`config.mk`:
```
export PLATFORM = sky130hd
export DESIGN_NAME = sram_bank
export DESIGN_NICKNAME = d
export VERILOG_FILES = /design/src/design/sram_test_pkg.sv /design/src/design/sram_bank.sv
export SDC_FILE = /design/constraint.sdc
export NUM_CORES = 1
export LEC_CHECK = 0
export ABC_AREA = 1
export ABC_CLOCK_PERIOD_IN_PS = 2450
export BUFFER_PORTS_ARGS = -buffer_cell sky130_fd_sc_hd__buf_2
export CAP_MARGIN = 20
export CELL_PAD_IN_SITES_DETAIL_PLACEMENT = 1
export CELL_PAD_IN_SITES_GLOBAL_PLACEMENT = 2
export CORE_ASPECT_RATIO = 0.5
export CORE_MARGIN = 5
export CORE_UTILIZATION = 36
export CTS_CLUSTER_DIAMETER = 150
export DETAILED_ROUTE_END_ITERATION = 12
export PLACE_DENSITY = 0.87
export SYNTH_ARGS = -nofsm -noshare
export SYNTH_HDL_FRONTEND = slang
export SYNTH_SLANG_ARGS = --single-unit
export TNS_END_PERCENT = 20
```
`constraint.sdc`:
```
create_clock -name clk -period 2.45 [get_ports clk]
set_input_delay 0.1225 -clock clk [delete_from_list [all_inputs] [get_ports clk]]
set_output_delay 0.1225 -clock clk [all_outputs]
set_load 0.01 [all_outputs]
```
`src/design/sram_test_pkg.sv`:
```
package sram_test_pkg;

   // Array geometry
   localparam int num_banks  = 16;
   localparam int sel_size   = 4;
   localparam int addr_size  = 4;
   localparam int mem_depth  = 1 << addr_size;
   localparam int data_size  = 32;
   localparam int wmask_size = 4;
   localparam int byte_size  = data_size / wmask_size;

   // One port is address, data-in, csb, web and wmask
   localparam int port_size  = addr_size + data_size + 2 + wmask_size;
   localparam int total_size = sel_size + 2 * port_size;

   // Command register field positions, MSB down
   localparam int sel_lsb      = 84;
   localparam int p0_addr_lsb  = 80;
   localparam int p0_din_lsb   = 48;
   localparam int p0_csb_bit   = 47;
   localparam int p0_web_bit   = 46;
   localparam int p0_wmask_lsb = 42;
   localparam int p1_addr_lsb  = 38;
   localparam int p1_din_lsb   = 6;
   localparam int p1_csb_bit   = 5;
   localparam int p1_web_bit   = 4;
   localparam int p1_wmask_lsb = 0;

   typedef logic [sel_size-1:0]   bank_sel_t;
   typedef logic [addr_size-1:0]  sram_addr_t;
   typedef logic [data_size-1:0]  sram_data_t;
   typedef logic [wmask_size-1:0] sram_wmask_t;

   // Active-low chip selects, bit i for bank i
   typedef logic [num_banks-1:0]  bank_csb_t;

   typedef logic [total_size-1:0] cmd_word_t;

endpackage
```
`src/design/sram_bank.sv`:
```
`timescale 1ns/1ns

module sram_bank (
   input  logic                      clk,
   input  logic                      resetn,
   input  logic                      csb0,
   input  logic                      web0,
   input  sram_test_pkg::sram_wmask_t wmask0,
   input  sram_test_pkg::sram_addr_t  addr0,
   input  sram_test_pkg::sram_data_t  din0,
   input  logic                      csb1,
   input  logic                      web1,
   input  sram_test_pkg::sram_wmask_t wmask1,
   input  sram_test_pkg::sram_addr_t  addr1,
   input  sram_test_pkg::sram_data_t  din1,
   output sram_test_pkg::sram_data_t  dout0,
   output sram_test_pkg::sram_data_t  dout1
);

   import sram_test_pkg::*;

   sram_data_t mem [0:mem_depth-1];

   // Byte-masked writes from both ports
   // Port 1 is applied last so it wins on a shared word
   always_ff @(posedge clk) begin
      if (!csb0 && !web0) begin
         for (int b = 0; b < wmask_size; b++) begin
            if (wmask0[b]) begin
               mem[addr0][b*byte_size +: byte_size] <= din0[b*byte_size +: byte_size];
            end
         end
      end
      if (!csb1 && !web1) begin
         for (int b = 0; b < wmask_size; b++) begin
            if (wmask1[b]) begin
               mem[addr1][b*byte_size +: byte_size] <= din1[b*byte_size +: byte_size];
            end
         end
      end
   end

   // Registered read ports, hold their value on a write or idle cycle
   always_ff @(posedge clk) begin
      if (!resetn) begin
         dout0 <= '0;
         dout1 <= '0;
      end else begin
         if (!csb0 && web0) begin
            dout0 <= mem[addr0];
         end
         if (!csb1 && web1) begin
            dout1 <= mem[addr1];
         end
      end
   end

endmodule

```
==> flow_summary.json, run 1 <==
{
  "core.rowCount": 80,
  "ant_nets": 0,
  "finalNetCount": 5045,
  "syn_nets": 5033,
  "max_freq_mhz": 612,
  "syn_avg_cell_area_um2": 7.02,
  "hold_viol_final": 0,
  "clk_latency_ps": 670,
  "cts_tree": "built",
  "dp_hpwl_um": 96300,
  "fin_area_um2": 39000,
  "seq_area_um2": 16700,
  "clock-sinks": 576,
  "slowest_stage": "nand2_1",
  "coreArea_um2": 95500,
  "critPathLaunchType": "input pin",
  "synth_seq_area_share_pct": 48.0,
  "netSwitchingPower_mw": 6.72,
  "p_int_mw": 17.1,
  "dieWidth_um": 449,
  "drt-wirelength-per-cell_um": 24.4,
  "drc": 0,
  "rsz0062_at_grt": "false",
  "path_cells": "clkbuf_8 -> inv_6 -> nand2_1 -> inv_1 -> buf_4 -> nand2_1 -> o21ai_0 -> buf_4",
  "grt_max_degree": 145,
  "viasPerCell": 5.63,
  "synth_cells": 4947,
  "clk_pin_slew_ps": 70,
  "yosysTopAreaCellShare_pct": 44.3,
  "finalSetupViolCount": 0,
  "diodes": 0,
  "ys_top_cells_by_area": "edfxtp_1, nand2_1, o21ai_0",
  "crit_fanout": 22,
  "die_area_um2": 103000,
  "finalSetupTns_ps": 0,
  "seqPwrFrac_pct": 46.2,
  "vias": 35354,
  "critPathMaxStageDelay_ps": 450,
  "critical-path-top-delay-family": "buffers and inverters",
  "yosysTopAreaCell": "edfxtp_1",
  "areaGrowthSynthToFinish_pct": 12.3,
  "placed_area_um2": 36900,
  "routed_wl_um": 153000,
  "htreeDepth": 2,
  "slew_headroom_pct": 18.4,
  "cts_setup_buffers": 0,
  "fillers": 11970,
  "fin_crit_sh_pct": 66.7,
  "worstPathRequired_ps": 2810,
  "period_needed_ps": 1630,
  "endpoint_kind": "flop",
  "gr-total-overflow": 0,
  "p_per_area_nw_per_um2": 610,
  "grt_pass1_wl_um": 224000,
  "switching_share_pct": 28.2,
  "combPwrFrac_pct": 13.6,
  "grt_pass1_vias": 35050,
  "cts_resized": 0,
  "antenna_found_initial": 1,
  "syn_area_um2": 34700,
  "multi_input_area_um2": 16100,
  "critPathKind": "input pin to flop",
  "path_buf_inv": 5,
  "start_util_pct": 36.4,
  "clockPowerShare_pct": 40.2,
  "final_common_cell": "nand2_1",
  "fin_skew_ps": 15.7,
  "grt_usage_pct": 28.6,
  "worstPathArrival_ps": 1990,
  "worstMarginPinSlew_ps": 1220,
  "hold_class": "input pin to flop",
  "cts_buffers": 58,
  "hold_buffers": 11,
  "clockRootBuffer": "clkbuf_16",
  "drive_gt1_share_pct": 9.78,
  "ios": 150,
  "maxCapViolations": 0,
  "status": "finished clean",
  "yosysUniqueCellTypes": 22,
  "final_max_slew_viol_count": 0,
  "cts_buffer_depth": 3,
  "gp_congestion": 0.907,
  "yosysWarnings": 0,
  "numPortBuffers": 149,
  "first_pass_iters": 7,
  "vdd_drop_max_uv": 476,
  "layout_common_cells": "nand2_1, edfxtp_1, o21ai_0",
  "fp.dieH_um": 230,
  "drtIter0Drc": 3635,
  "ys_ff_latch": 576,
  "leakage_nw": 18.1
}
-- path summary, 6_finish.rpt --
| kind | start | endpoint | slack [ps] | depth (start not counted) |
|---|---|---|---|---|
| hold reg to reg | dout0[28] | dout0[28] | 530 | 2 |
| setup / recovery | addr0[0] | mem[6][31] | 820 | 8 |
| setup reg to reg | mem[9][25] | dout1[25] | 1020 | 8 |
| hold / removal | din0[8] | mem[4][8] | 20 | 3 |
-- per-layer routing --
metal | track usage [%] | vias to the layer above | routed length (µm)
met1 | 39.2 | 17509 | 65200
met2 | 46.2 | 1626 | 69100
li1 | - | 15908 | -
met3 | 4.77 | 311 | 13400
met5 | 0 | - | 0
met4 | 9.31 | 0 | 5190
-- cells in the mapped netlist --
master    instances
o21ai_0         432
dfxtp_1          64
nand2_4           7
or2_4             1
clkinv_1          3
buf_2           103
inv_1            89
buf_4             3
inv_2             8
buf_6             7
nand3_1         184
nor2_4           13
nor2_8            4
nor2_2            6
nand4_1          24
nand2_1        2720
buf_1            94
clkbuf_1        169
o21ai_1         229
nor2_1          230
nand2_2          45
edfxtp_1        512
-- state kept, by name, summed over array words and instances, names as in the netlist --
register and flops:
dout0 32, mem 512, dout1 32
-- metrics by stage --
stage	power, mW	worst slack (ps)	utilization (%)	instances	hold WS [ps]
4_1_cts	23.8	941	40.8	6280	1.00
5_1_grt	24.6	871	40.8	6280	29.7
2_1_floorplan	13.1	507	-	4947	410
3_3_place_gp	14.3	213	38.7	6159	506
3_5_place_dp	14.4	252	38.7	6159	512
6_report	23.8	816	40.8	6280	23.4
-- area by class of cell --
type | count | area share [%]
multi-input combinational | 3895 | 41.4
sequential | 576 | 42.7
tap | 1271 | 4.08
clock inverter | 22 | 0.668
clock buffer | 88 | 4.30
timing repair buffer | 328 | 5.85
inverter | 100 | 1.01
-- worst reg2reg max path, delay by kind of cell (launching register included) --
family | cells | cell delay [ps]
and+or+nand+nor | 7 | 850
DFF | 1 | 400
AOI/OAI and AO/OA | 1 | 80
-- power by group through the flow --
| stage | Clock [mW] | Sequential (mW) | Combinational (mW) |
|---|---|---|---|
| final | 9.57 | 11.0 | 3.24 |
| after global routing | 10.1 | 11.0 | 3.50 |
| after CTS | 9.61 | 11.0 | 3.19 |
| after detailed placement | 0 | 11.2 | 3.16 |
| after global placement | 0 | 11.2 | 3.06 |
| after floorplan | 0 | 11.2 | 1.89 |
-- logic make-up after synthesis --
| family | count (synthesis) | share of synthesized area [%] |
|---|---|---|
| and+or+nand+nor | 3234 | 36.8 |
| DFF | 576 | 48.0 |
| AOI/OAI and AO/OA | 661 | 9.53 |
| buffers and inverters | 476 | 5.70 |
Power figures use the tool's default switching activity.
==> run 2: changes to the inputs <==
--- a/config.mk
+++ b/config.mk
@@ -6,17 +6,17 @@
 export NUM_CORES = 1
 export LEC_CHECK = 0
 export ABC_AREA = 1
-export ABC_CLOCK_PERIOD_IN_PS = 2450
+export ABC_CLOCK_PERIOD_IN_PS = 1300
 export BUFFER_PORTS_ARGS = -buffer_cell sky130_fd_sc_hd__buf_2
 export CAP_MARGIN = 20
 export CELL_PAD_IN_SITES_DETAIL_PLACEMENT = 1
 export CELL_PAD_IN_SITES_GLOBAL_PLACEMENT = 2
 export CORE_ASPECT_RATIO = 0.5
 export CORE_MARGIN = 5
-export CORE_UTILIZATION = 36
+export CORE_UTILIZATION = 33
 export CTS_CLUSTER_DIAMETER = 150
 export DETAILED_ROUTE_END_ITERATION = 12
-export PLACE_DENSITY = 0.87
+export PLACE_DENSITY = 0.84
 export SYNTH_ARGS = -nofsm -noshare
 export SYNTH_HDL_FRONTEND = slang
 export SYNTH_SLANG_ARGS = --single-unit
==> constraint.sdc (replaced) <==
create_clock -name clk -period 1.3 [get_ports clk]
set_input_delay 0.065 -clock clk [delete_from_list [all_inputs] [get_ports clk]]
set_output_delay 0.065 -clock clk [all_outputs]
set_load 0.01 [all_outputs]
==> run 2 against run 1 <==
Against the previous run:
- sequential share of layout area shrank 4.8 points
- core utilization grew 1.2 points
- total power grew 98%
- critical endpoint is now dout1[30]
- largest cell class is now multi-input combinational cells
- largest power group unchanged
- highest routed layer unchanged
==> flow_summary.json, run 2 (synthesized netlist as in run 1, its figures left out) <==
{
  "layout.cells.non_filler": 6663,
  "clk_latency_ps": 660,
  "clk_pin_slew_ps": 60,
  "cts_tree": "built",
  "p_per_area_nw_per_um2": 1070,
  "status": "finished clean",
  "final_max_slew_viol_count": 0,
  "worstPathArrival_ps": 1850,
  "clock-sinks": 576,
  "drc": 0,
  "worstHoldPathCells": 3,
  "grt_max_degree": 72,
  "first_pass_iters": 5,
  "fin_area_um2": 44100,
  "grt_pass1_vias": 36609,
  "drive_gt1_share_pct": 16.0,
  "coreArea_um2": 105000,
  "layout_common_cells": "nand2_1, edfxtp_1, o21ai_0",
  "worstMarginPinSlew_ps": 705,
  "die_area_um2": 112000,
  "path_buf_inv": 1,
  "worstRegToRegCells": 9,
  "cts_buffers": 61,
  "endpoint_kind": "flop",
  "numPortBuffers": 149,
  "hold_viol_final": 0,
  "grt_pass1_wl_um": 234000,
  "pre_cts_ws_ps": -465,
  "setup_ws_ps": 0.924,
  "finalSetupViolCount": 0,
  "start_util_pct": 33.1,
  "dp_hpwl_um": 108000,
  "fin_crit_sh_pct": 99.9,
  "top_regs": "mem x512, dout0 x32, dout1 x32",
  "leakage_nw": 20.5,
  "path_cells": "nand2_1 -> nand2_1 -> nand2_1 -> nand2_1 -> nand2_1 -> buf_4 -> nand3_1 -> nor2_2 -> nor2_1",
  "routed_wl_um": 161000,
  "clockRootBuffer": "clkbuf_16",
  "drtIter0Drc": 3682,
  "gr-total-overflow": 0,
  "largest_reg_flops": 512,
  "rsz0062_at_grt": "true",
  "worstPathRequired_ps": 1850,
  "critPathKind": "flop to flop",
  "cp_common_cell": "nand2_1",
  "top_register": "mem",
  "slew_headroom_pct": 52.8,
  "viasPerCell": 5.45,
  "antenna_found_initial": 2,
  "finalNetCount": 5277,
  "critPathLaunch": "mem[9][30]",
  "vdd_drop_max_uv": 1130,
  "areaGrowthSynthToFinish_pct": 26.9,
  "fin_skew_ps": 13.0,
  "ios": 150,
  "fp.dieH_um": 239,
  "critical-path-top-delay-family": "simple AND/OR/NAND/NOR gates",
  "drt-wirelength-per-cell_um": 24.1,
  "grt_usage_pct": 27.8,
  "ant_nets": 0,
  "power_mw": 47.1,
  "hold_slack_ps": 49.5,
  "placed_cells": 6486,
  "cts_buffer_depth": 3,
  "fillers": 12739,
  "cp.depth": 9,
  "maxCapViolations": 0,
  "dieWidth_um": 469,
  "hold_class": "input pin to flop",
  "gp_congestion": 0.928,
  "cts_setup_buffers": 0,
  "final_common_cell": "nand2_1",
  "max_freq_mhz": 770,
  "critPathMaxStageDelay_ps": 400,
  "core.rowCount": 84,
  "slowest_stage": "edfxtp_1",
  "placed_area_um2": 41100,
  "htreeDepth": 2,
  "critPathLaunchType": "flop",
  "min_from": "din0[21]",
  "crit_fanout": 2,
  "r2r-start": "mem[9][30]",
  "period_needed_ps": 1300,
  "vias": 36286
}
==> run 2: cell types whose count changed in the layout (fill, tap and decap cells not counted), sizes merged <==
cell         previous run  this run
bufinv                  6         8
clkbuf                 90        82
dlygate4sd3            11        62
clkinvlp                3         2
diode                   0         1
buf                   315       493
inv                    97       100
clkinv                 16        25
==> run 2: timing repair <==
action / 4_1_cts / 5_1_grt
hold endpoints to repair: 557 / 1
hold buffers: 61 / 1
pin swaps: 5 / 13
gates resized for setup: 38 / 47
endpoints found under the setup margin: 24 / 33
==> run 2: metrics by stage <==
stage | TNS (ps) | util, %
floorplan | -58020 | -
global placement | -303200 | 39.2
detailed placement | -337330 | 39.2
CTS | -36.0 | 41.9
global route | -203 | 42.0
finish | 0 | 42.0
==> run 2: layout make-up <==
class	count	area (µm²)	area share [%]
antenna	1	2.50	0.00568
inverter	100	395	0.897
sequential	576	16700	37.9
timing repair buffer	557	5850	13.3
tap	1419	1780	4.03
clock buffer	80	1720	3.91
multi-input combinational	3895	17200	39.1
clock inverter	35	380	0.863
==> run 2: final timing paths <==
kind | endpoint | slack (ps)
max | dout1[30] | 0.9
min | mem[12][21] | 50
max reg2reg | dout1[30] | 0.9
min reg2reg | dout1[7] | 530
==> run 2: routing by layer <==
layer | track usage [%] | vias to the layer above | part of all wire [%]
li1 | - | 16420 | -
met1 | 38.4 | 18063 | 43
met2 | 44.8 | 1492 | 45
met3 | 3.49 | 311 | 7.7
met4 | 10.3 | 0 | 3.8
met5 | 0 | - | 0
==> run 2: worst register-to-register path, cell delays in order, from the launching register on <==
cell and delay [ps]:
edfxtp_1 400, nand2_1 90, nand2_1 50, nand2_1 50, nand2_1 60, nand2_1 60
buf_4 130, nand3_1 140, nor2_2 150, nor2_1 50
==> run 2: power by group <==
group	switching, mW	internal (mW)
combinational	4.86	2.35
sequential	0.216	20.5
clock	8.28	10.9
