$ cat config.mk
export PLATFORM = sky130hd
export DESIGN_NAME = sram_test_ctrl
export DESIGN_NICKNAME = d
export VERILOG_FILES = /design/src/design/sram_test_pkg.sv /design/src/design/sram_test_ctrl.sv
export SDC_FILE = /design/constraint.sdc
export NUM_CORES = 1
export LEC_CHECK = 0
export BUFFER_PORTS_ARGS = -buffer_cell sky130_fd_sc_hd__buf_4
export CORE_AREA = 2 2 510 512
export DETAILED_ROUTE_END_ITERATION = 8
export DIE_AREA = 0 0 512 514
export GPL_ROUTABILITY_DRIVEN = 1
export GPL_TIMING_DRIVEN = 0
export PLACE_DENSITY_LB_ADDON = 0.1
export SLEW_MARGIN = 30
export SYNTH_ARGS = -nofsm -noshare
export SYNTH_HDL_FRONTEND = slang
export SYNTH_SLANG_ARGS = --single-unit
$ cat constraint.sdc
create_clock -name clk -period 2.3 [get_ports clk]
set_clock_uncertainty 0.1 [all_clocks]
set_input_delay 0.115 -clock clk [delete_from_list [all_inputs] [get_ports clk]]
set_output_delay 0.115 -clock clk [all_outputs]
set_load 0.01 [all_outputs]
$ cat src/design/sram_test_pkg.sv
package sram_test_pkg;

   // Array geometry
   localparam int num_banks  = 16;
   localparam int sel_size   = 4;
   localparam int addr_size  = 4;
   localparam int mem_depth  = 1 << addr_size;
   localparam int data_size  = 32;
   localparam int wmask_size = 4;
   localparam int byte_size  = data_size / wmask_size;

   // One port is address, data-in, csb, web and wmask
   localparam int port_size  = addr_size + data_size + 2 + wmask_size;
   localparam int total_size = sel_size + 2 * port_size;

   // Command register field positions, MSB down
   localparam int sel_lsb      = 84;
   localparam int p0_addr_lsb  = 80;
   localparam int p0_din_lsb   = 48;
   localparam int p0_csb_bit   = 47;
   localparam int p0_web_bit   = 46;
   localparam int p0_wmask_lsb = 42;
   localparam int p1_addr_lsb  = 38;
   localparam int p1_din_lsb   = 6;
   localparam int p1_csb_bit   = 5;
   localparam int p1_web_bit   = 4;
   localparam int p1_wmask_lsb = 0;

   typedef logic [sel_size-1:0]   bank_sel_t;
   typedef logic [addr_size-1:0]  sram_addr_t;
   typedef logic [data_size-1:0]  sram_data_t;
   typedef logic [wmask_size-1:0] sram_wmask_t;

   // Active-low chip selects, bit i for bank i
   typedef logic [num_banks-1:0]  bank_csb_t;

   typedef logic [total_size-1:0] cmd_word_t;

endpackage
$ cat src/design/sram_test_ctrl.sv
`timescale 1ns/1ns

module sram_test_ctrl (
   input  logic                       clk,
   input  logic                       resetn,
   input  logic                       la_in_load,
   input  sram_test_pkg::cmd_word_t   la_data_in,
   input  logic                       gpio_scan,
   input  logic                       gpio_in,
   input  logic                       la_sram_load,
   input  logic                       gpio_sram_load,
   // Read words of every bank, bank i at slice i
   input  logic [sram_test_pkg::num_banks*sram_test_pkg::data_size-1:0] bank_dout0,
   input  logic [sram_test_pkg::num_banks*sram_test_pkg::data_size-1:0] bank_dout1,
   output sram_test_pkg::sram_addr_t  addr0,
   output sram_test_pkg::sram_data_t  din0,
   output logic                       web0,
   output sram_test_pkg::sram_wmask_t wmask0,
   output sram_test_pkg::sram_addr_t  addr1,
   output sram_test_pkg::sram_data_t  din1,
   output logic                       web1,
   output sram_test_pkg::sram_wmask_t wmask1,
   output sram_test_pkg::bank_csb_t   csb0,
   output sram_test_pkg::bank_csb_t   csb1,
   output sram_test_pkg::cmd_word_t   la_data_out,
   output logic                       gpio_out
);

   import sram_test_pkg::*;

   cmd_word_t  cmd_reg;
   cmd_word_t  capture_word;
   bank_sel_t  bank_sel;
   logic       port0_csb;
   logic       port1_csb;
   logic       capture;
   sram_data_t read_data0;
   sram_data_t read_data1;

   assign capture = la_sram_load || gpio_sram_load;

   // Command register
   // scan beats parallel load, which beats capture
   always_ff @(posedge clk) begin
      if (!resetn) begin
         cmd_reg <= '0;
      end else if (gpio_scan) begin
         cmd_reg <= {cmd_reg[total_size-2:0], gpio_in};
      end else if (la_in_load) begin
         cmd_reg <= la_data_in;
      end else if (capture) begin
         cmd_reg <= capture_word;
      end
   end

   // Field split
   assign bank_sel  = cmd_reg[sel_lsb +: sel_size];

   assign addr0     = cmd_reg[p0_addr_lsb +: addr_size];
   assign din0      = cmd_reg[p0_din_lsb +: data_size];
   assign port0_csb = cmd_reg[p0_csb_bit];
   assign web0      = cmd_reg[p0_web_bit];
   assign wmask0    = cmd_reg[p0_wmask_lsb +: wmask_size];

   assign addr1     = cmd_reg[p1_addr_lsb +: addr_size];
   assign din1      = cmd_reg[p1_din_lsb +: data_size];
   assign port1_csb = cmd_reg[p1_csb_bit];
   assign web1      = cmd_reg[p1_web_bit];
   assign wmask1    = cmd_reg[p1_wmask_lsb +: wmask_size];

   // One-hot active-low chip selects
   // Nothing reaches memory while in reset or while bits are shifting through
   always_comb begin
      csb0 = '1;
      csb1 = '1;
      if (resetn && !gpio_scan) begin
         csb0[bank_sel] = port0_csb;
         csb1[bank_sel] = port1_csb;
      end
   end

   // Read mux, selected bank only
   assign read_data0 = bank_dout0[bank_sel*data_size +: data_size];
   assign read_data1 = bank_dout1[bank_sel*data_size +: data_size];

   // Capture overwrites only the two din fields
   always_comb begin
      capture_word = cmd_reg;
      capture_word[p0_din_lsb +: data_size] = read_data0;
      capture_word[p1_din_lsb +: data_size] = read_data1;
   end

   assign la_data_out = cmd_reg;
   assign gpio_out    = cmd_reg[total_size-1];  // scan-out is MSB first

endmodule

==> results_dict.tcl, run 1 <==
set metrics [dict create \
    via_per_inst 3.15 \
    power_leakage_nw 12.9 \
    cpMaxStageDelayCell "nand4_1" \
    finalCriticalPeriod_ps 2370 \
    yosysUniqueCellTypes 37 \
    drtIter0Drc 1061 \
    wire_per_inst_um 34.2 \
    vias 20800 \
    hp-class "in2reg" \
    seq_area_frac_synth_pct 12.4 \
    core.rowCount 187 \
    hold-worst-slack_ps 45.0 \
    synth_top_cell_by_area "mux2i_1" \
    die_w_um 512 \
    synth_top_cells_by_area "mux2i_1 (29%), dfxtp_1 (12%), mux4_2 (10%), buf_4 (5.6%), nand2_1 (4.8%)" \
    gr-total-overflow 0 \
    boundaryPins 1322 \
    crit_chain "buf_16 -> buf_16 -> buf_16 -> buf_12 -> mux2i_2 -> a22oi_2 -> nand4_1 -> a21oi_1" \
    drc_errors 0 \
    failed_checks "negative setup slack" \
    final_core_util_pct 13.1 \
    cts_sinks 88 \
    power.density_mw_per_mm2 302 \
    insertion_delay_ps 480 \
    crit_fanout 7 \
    dp_hpwl_um 194000 \
    status "complete, but fails checks" \
    synthCells 1664 \
    timing.final.ws_setup_ps -68.5 \
    cp_common_cell "buf_16" \
    drv_slew 0 \
    path_buf_inv 4 \
    numCtsBuffers 9 \
    grt_pass1_vias 22500 \
    max-slew-margin-rel_pct 34.2 \
    ys_ff_latch 88 \
    wl_um 226000 \
    synth_area_per_cell_um2 8.55 \
    drive_gt1_share_pct 63.8 \
    layout_commonest_cell "buf_4" \
    htreeDepth 3 \
    syn_area_mm2 0.0142 \
    antenna_found_initial 92 \
    slowest_delay_ps 430 \
    final_cell_mix "buf_4 (1455), mux2i_1 (359), nand2_1 (166), dfxtp_1 (82), o21ai_0 (68)" \
    synth_nets 2783 \
    setup_viol 10 \
    clk_pin_slew_ps 110 \
    rsz0062_at_grt "yes" \
    critPathTopFamily "buffers and inverters" \
    synth.top_cell.area_share_pct 28.7 \
    die_height_um 514 \
    nets 4271 \
    worst_ep_arrival_time_ps 2670 \
    largest_register_ffs 88 \
    synthToLayoutAreaGrowth_pct 137 \
    max-vdd-ir-drop_mv 0.482 \
    die-area_mm2 0.263 \
    crit_type "reg2reg" \
    gp_congestion 0.807 \
    required_ps 2600 \
    worst_pin_slew_ps 988 \
    cap_viol_max_count 0 \
    grt_max_degree 19 \
    crit_path_end_kind "register" \
    ctsRootBufferMaster "clkbuf_16" \
    cp-start-kind "register" \
    cts_tree "done" \
    initial_utilization_pct 5.51 \
    core_mm2 0.258 \
    r2r_slack_ps -70 \
    grt_use_total_pct 16.4 \
    grt_pass1_wl_um 275000 \
    first_pass_iters 5 \
    cts.path.max_buffers 2 \
    fin_crit_sh_pct 103 \
    finalHoldViolations 0 \
    drtAntennaViolNets 0 \
    portBuffers 1319 \
    synth_warnings 0 \
    timing.fmax_ghz 0.422 \
]
layer usage:
| layer | GRT usage [%] | wire length (µm) | vias to the layer above | share of wire [%] |
|---|---|---|---|---|
| met2 | 29.3 | 113000 | 983 | 50 |
| met3 | 4.84 | 16600 | 144 | 7.4 |
| met1 | 19.5 | 93100 | 10200 | 41 |
| met5 | 0 | 332 | - | 0.15 |
| li1 | - | - | 9406 | - |
| met4 | 2.45 | 3020 | 50 | 1.3 |
cell type report:
type	instances	area [µm²]
diodes	29	72.6
plain buffers	263	2540
clock buffers	9	225
clock inverters	7	77.6
fillers	29800	224000
inverters	1	7.51
multi-input cells	1307	12700
flip-flops and latches	88	1770
well taps	3402	4260
repair buffers	1482	12100
cell usage after synthesis:
cell type,n
o22ai_1,36
a211oi_1,67
buf_2,60
nor3_1,66
buf_4,107
dfxtp_1,88
a22oi_1,64
and2_1,24
o21ai_1,18
or4b_1,1
nand4b_1,1
o311ai_0,2
nand2b_1,4
nand4_1,64
nand4bb_1,2
nand3_1,1
or3_1,1
nor2b_1,68
nor2_1,6
a21oi_1,4
a2111oi_0,31
mux4_2,64
nor2_2,2
a221o_1,33
mux2i_1,408
clkbuf_1,88
and3b_1,1
a211oi_2,28
nand3b_1,1
a22o_1,31
inv_1,1
o21ai_0,68
buf_6,10
nor3b_1,1
nand2_1,182
o22ai_2,28
buf_1,3
final timing paths:
path,startpoint,endpoint,depth (start not counted)
max reg2reg,la_data_out[85]$_SDFFE_PN0P_,la_data_out[78]$_SDFFE_PN0P_,8
min,la_data_in[71],la_data_out[71]$_SDFFE_PN0P_,4
min reg2reg,la_data_out[39]$_SDFFE_PN0P_,la_data_out[40]$_SDFFE_PN0P_,3
max,la_data_out[85]$_SDFFE_PN0P_,la_data_out[78]$_SDFFE_PN0P_,8
logic make-up (layout without fill, tap and decap cells):
family	Yosys count	in the layout	share of synthesized area, %
AO/OA/AOI/OAI	410	410	22.9
buffers and inverters	269	1762	11.0
flip-flops	88	88	12.4
multiplexers	472	472	38.8
other	0	29	0
AND/OR/NAND/NOR	425	425	14.9
worst reg2reg max path, stage by stage, from the launching register on:
cell	delay [ps]
dfxtp_4	400
buf_16	180
buf_16	220
buf_16	280
buf_12	150
mux2i_2	140
a22oi_2	140
nand4_1	440
a21oi_1	280
what timing repair did:
action                                  CTS  global route
gates cloned                              5             6
endpoints found under the setup margin   98            94
pin swaps                                60            75
endpoints found under the hold margin    47             0
gates resized for setup                 446           200
buffers inserted                         51            39
hold buffers                             53             0
where the power goes:
part | internal [mW] | switching [mW]
sequential | 1.64 | 0.295
clock | 0.772 | 1.17
combinational | 3.17 | 3.15
stage by stage:
stage                     std cells  setup slack [ps]  TNS [ps]  total power [mW]  cell area, µm²
after floorplan                1664               371         0              3.66           14200
after global placement         6385             -2930   -203860              7.46           28400
after detailed placement       6402             -1520   -102350              7.57           28900
after CTS                      6524              -175     -7690              10.3           32300
after global routing           6567              -123     -2970              10.8           33700
final                          6588             -68.5      -259              10.2           33800
(Power assumes the default switching activity.)
==> run 2, diff against run 1 <==
PLACE_DENSITY = 0.3   (was default)
PLACE_DENSITY_LB_ADDON = default   (was 0.1)
==> run 2 against run 1 <==
Compared with the run above: the run still ends with negative setup slack left; sequential power is essentially flat; first-iteration DRC count grew 1.6%; clock-buffer cell count is the same; setup slack lost 95 ps; global-route usage grew 0.59 points; die area is the same; non-clock buffer count shrank 34; critical path depth grew 1; wire length grew 3.2%.
==> results_dict.tcl, run 2 (synthesis results as in run 1) <==
set metrics [dict create \
    fin_setup_tns_ps -437 \
    boundaryPins 1322 \
    hp-class "in2reg" \
    nets 4237 \
    grt_pass1_wl_um 280000 \
    cts.path.max_buffers 2 \
    final_cell_mix "buf_4 (1435), mux2i_1 (360), nand2_1 (152), dfxtp_1 (82), o21ai_0 (68)" \
    max-vdd-ir-drop_mv 0.434 \
    vias 21500 \
    dp_hpwl_um 203000 \
    synthToLayoutAreaGrowth_pct 135 \
    drc_errors 0 \
    portBuffers 1319 \
    first_pass_iters 7 \
    insertion_delay_ps 450 \
    crit_path_end_kind "register" \
    largest_register_ffs 88 \
    layout_commonest_cell "buf_4" \
    antenna_found_initial 119 \
    htreeDepth 3 \
    drtAntennaViolNets 0 \
    fin_crit_sh_pct 107 \
    required_ps 2580 \
    grt_pass1_vias 22400 \
    worst_pin_slew_ps 986 \
    post-place-ws_ps -1680 \
    die_height_um 514 \
    power_leakage_nw 12.7 \
    drive_gt1_share_pct 64.3 \
    setup_viol 13 \
    slowest_delay_ps 530 \
    crit_fanout 7 \
    via_per_inst 3.27 \
    numCtsBuffers 9 \
    cpMaxStageDelayCell "nand4_1" \
    nFillCells 29800 \
    grt_use_total_pct 17.0 \
    worst_ep_arrival_time_ps 2740 \
    final_core_util_pct 13.0 \
    failed_checks "negative setup slack" \
    cp-start-kind "register" \
    wire_per_inst_um 35.4 \
    gr-total-overflow 0 \
    core.rowCount 187 \
    power.density_mw_per_mm2 305 \
    initial_utilization_pct 5.51 \
    max-slew-margin-rel_pct 34.3 \
    rsz0062_at_grt "yes" \
    ctsRootBufferMaster "clkbuf_16" \
    clk_pin_slew_ps 100 \
    wl_um 233000 \
    crit_type "reg2reg" \
    cap_viol_max_count 0 \
    ff_latch_area_mm2 0.00177 \
    gp_congestion 0.886 \
    crit_chain "buf_8 -> buf_16 -> buf_16 -> nor2_4 -> buf_12 -> buf_12 -> a22oi_2 -> nand4_1 -> a21oi_1" \
    status "complete, but fails checks" \
    timing.final.ws_setup_ps -163 \
    finalHoldViolations 0 \
    drtIter0Drc 1078 \
    die-area_mm2 0.263 \
    timing.fmax_ghz 0.406 \
    die_w_um 512 \
    cts_sinks 88 \
    core_mm2 0.258 \
    grt_max_degree 19 \
    finalCriticalPeriod_ps 2460 \
    multi_input_area_mm2 0.0127 \
    drv_slew 0 \
    cts_tree "done" \
    power_mw 10.2 \
]
==> run 2: cell count changes in the layout (fill, tap and decap cells not counted), moves of 14 or more <==
cell,previous run,this run
buf_12,42,56
buf_4,1455,1435
nand2_1,166,152
diode_2,29,48
dlygate4sd3_1,53,27
==> run 2: final cells by class <==
class,instances,share of cell area (%)
well taps,3402,12.7
clock inverters,7,0.232
plain buffers,260,7.44
flip-flops and latches,88,5.31
clock buffers,9,0.674
inverters,1,0.0225
repair buffers,1451,35.1
diodes,48,0.359
multi-input cells,1307,38.1
==> run 2: repair_timing <==
| action | 4_1_cts | 5_1_grt |
|---|---|---|
| hold buffers | 27 | 0 |
| pin swaps | 68 | 74 |
| setup buffers | 64 | 18 |
| endpoints found under the hold margin | 26 | 0 |
| gates cloned | 5 | 3 |
| gates resized for setup | 547 | 116 |
| setup endpoints to repair | 99 | 92 |
==> run 2: critical path, delay by kind of cell, from the launching register on <==
kind / cells / cell delay [ps]
buf+inv: 5 / 790
flops: 1 / 360
compound gates: 2 / 470
simple gates: 2 / 580
==> run 2: report_power, final <==
group          internal, mW  switching [mW]  leakage [nW]
Sequential             1.64           0.292         0.731
Combinational          3.14            3.23          11.9
Clock                 0.774            1.13         0.144
==> run 2: final timing paths <==
kind | startpoint | endpoint | slack, ps | cells after the start
max | la_data_out[84]$_SDFFE_PN0P_ | la_data_out[79]$_SDFFE_PN0P_ | -160 | 9
max reg2reg | la_data_out[84]$_SDFFE_PN0P_ | la_data_out[79]$_SDFFE_PN0P_ | -160 | 9
min | bank_dout1[138] | la_data_out[16]$_SDFFE_PN0P_ | 60 | 5
min reg2reg | la_data_out[39]$_SDFFE_PN0P_ | la_data_out[40]$_SDFFE_PN0P_ | 550 | 3
==> run 2: layer usage <==
layer | global-route usage, % | up-vias | wire [µm]
met1 | 19.3 | 10600 | 90100
met4 | 3.54 | 84 | 5170
met2 | 29.2 | 1225 | 112000
li1 | - | 9366 | -
met3 | 7.43 | 228 | 24900
met5 | 0 | - | 556
==> run 2: per-stage QoR <==
step | cell area, µm² | hold WS (ps) | instances
floorplan | 14200 | 216 | 1664
global placement | 28400 | 320 | 6385
detailed placement | 28800 | 319 | 6402
CTS | 32600 | 4.64 | 6511
global route | 33400 | 53.2 | 6545
finish | 33400 | 61.2 | 6573
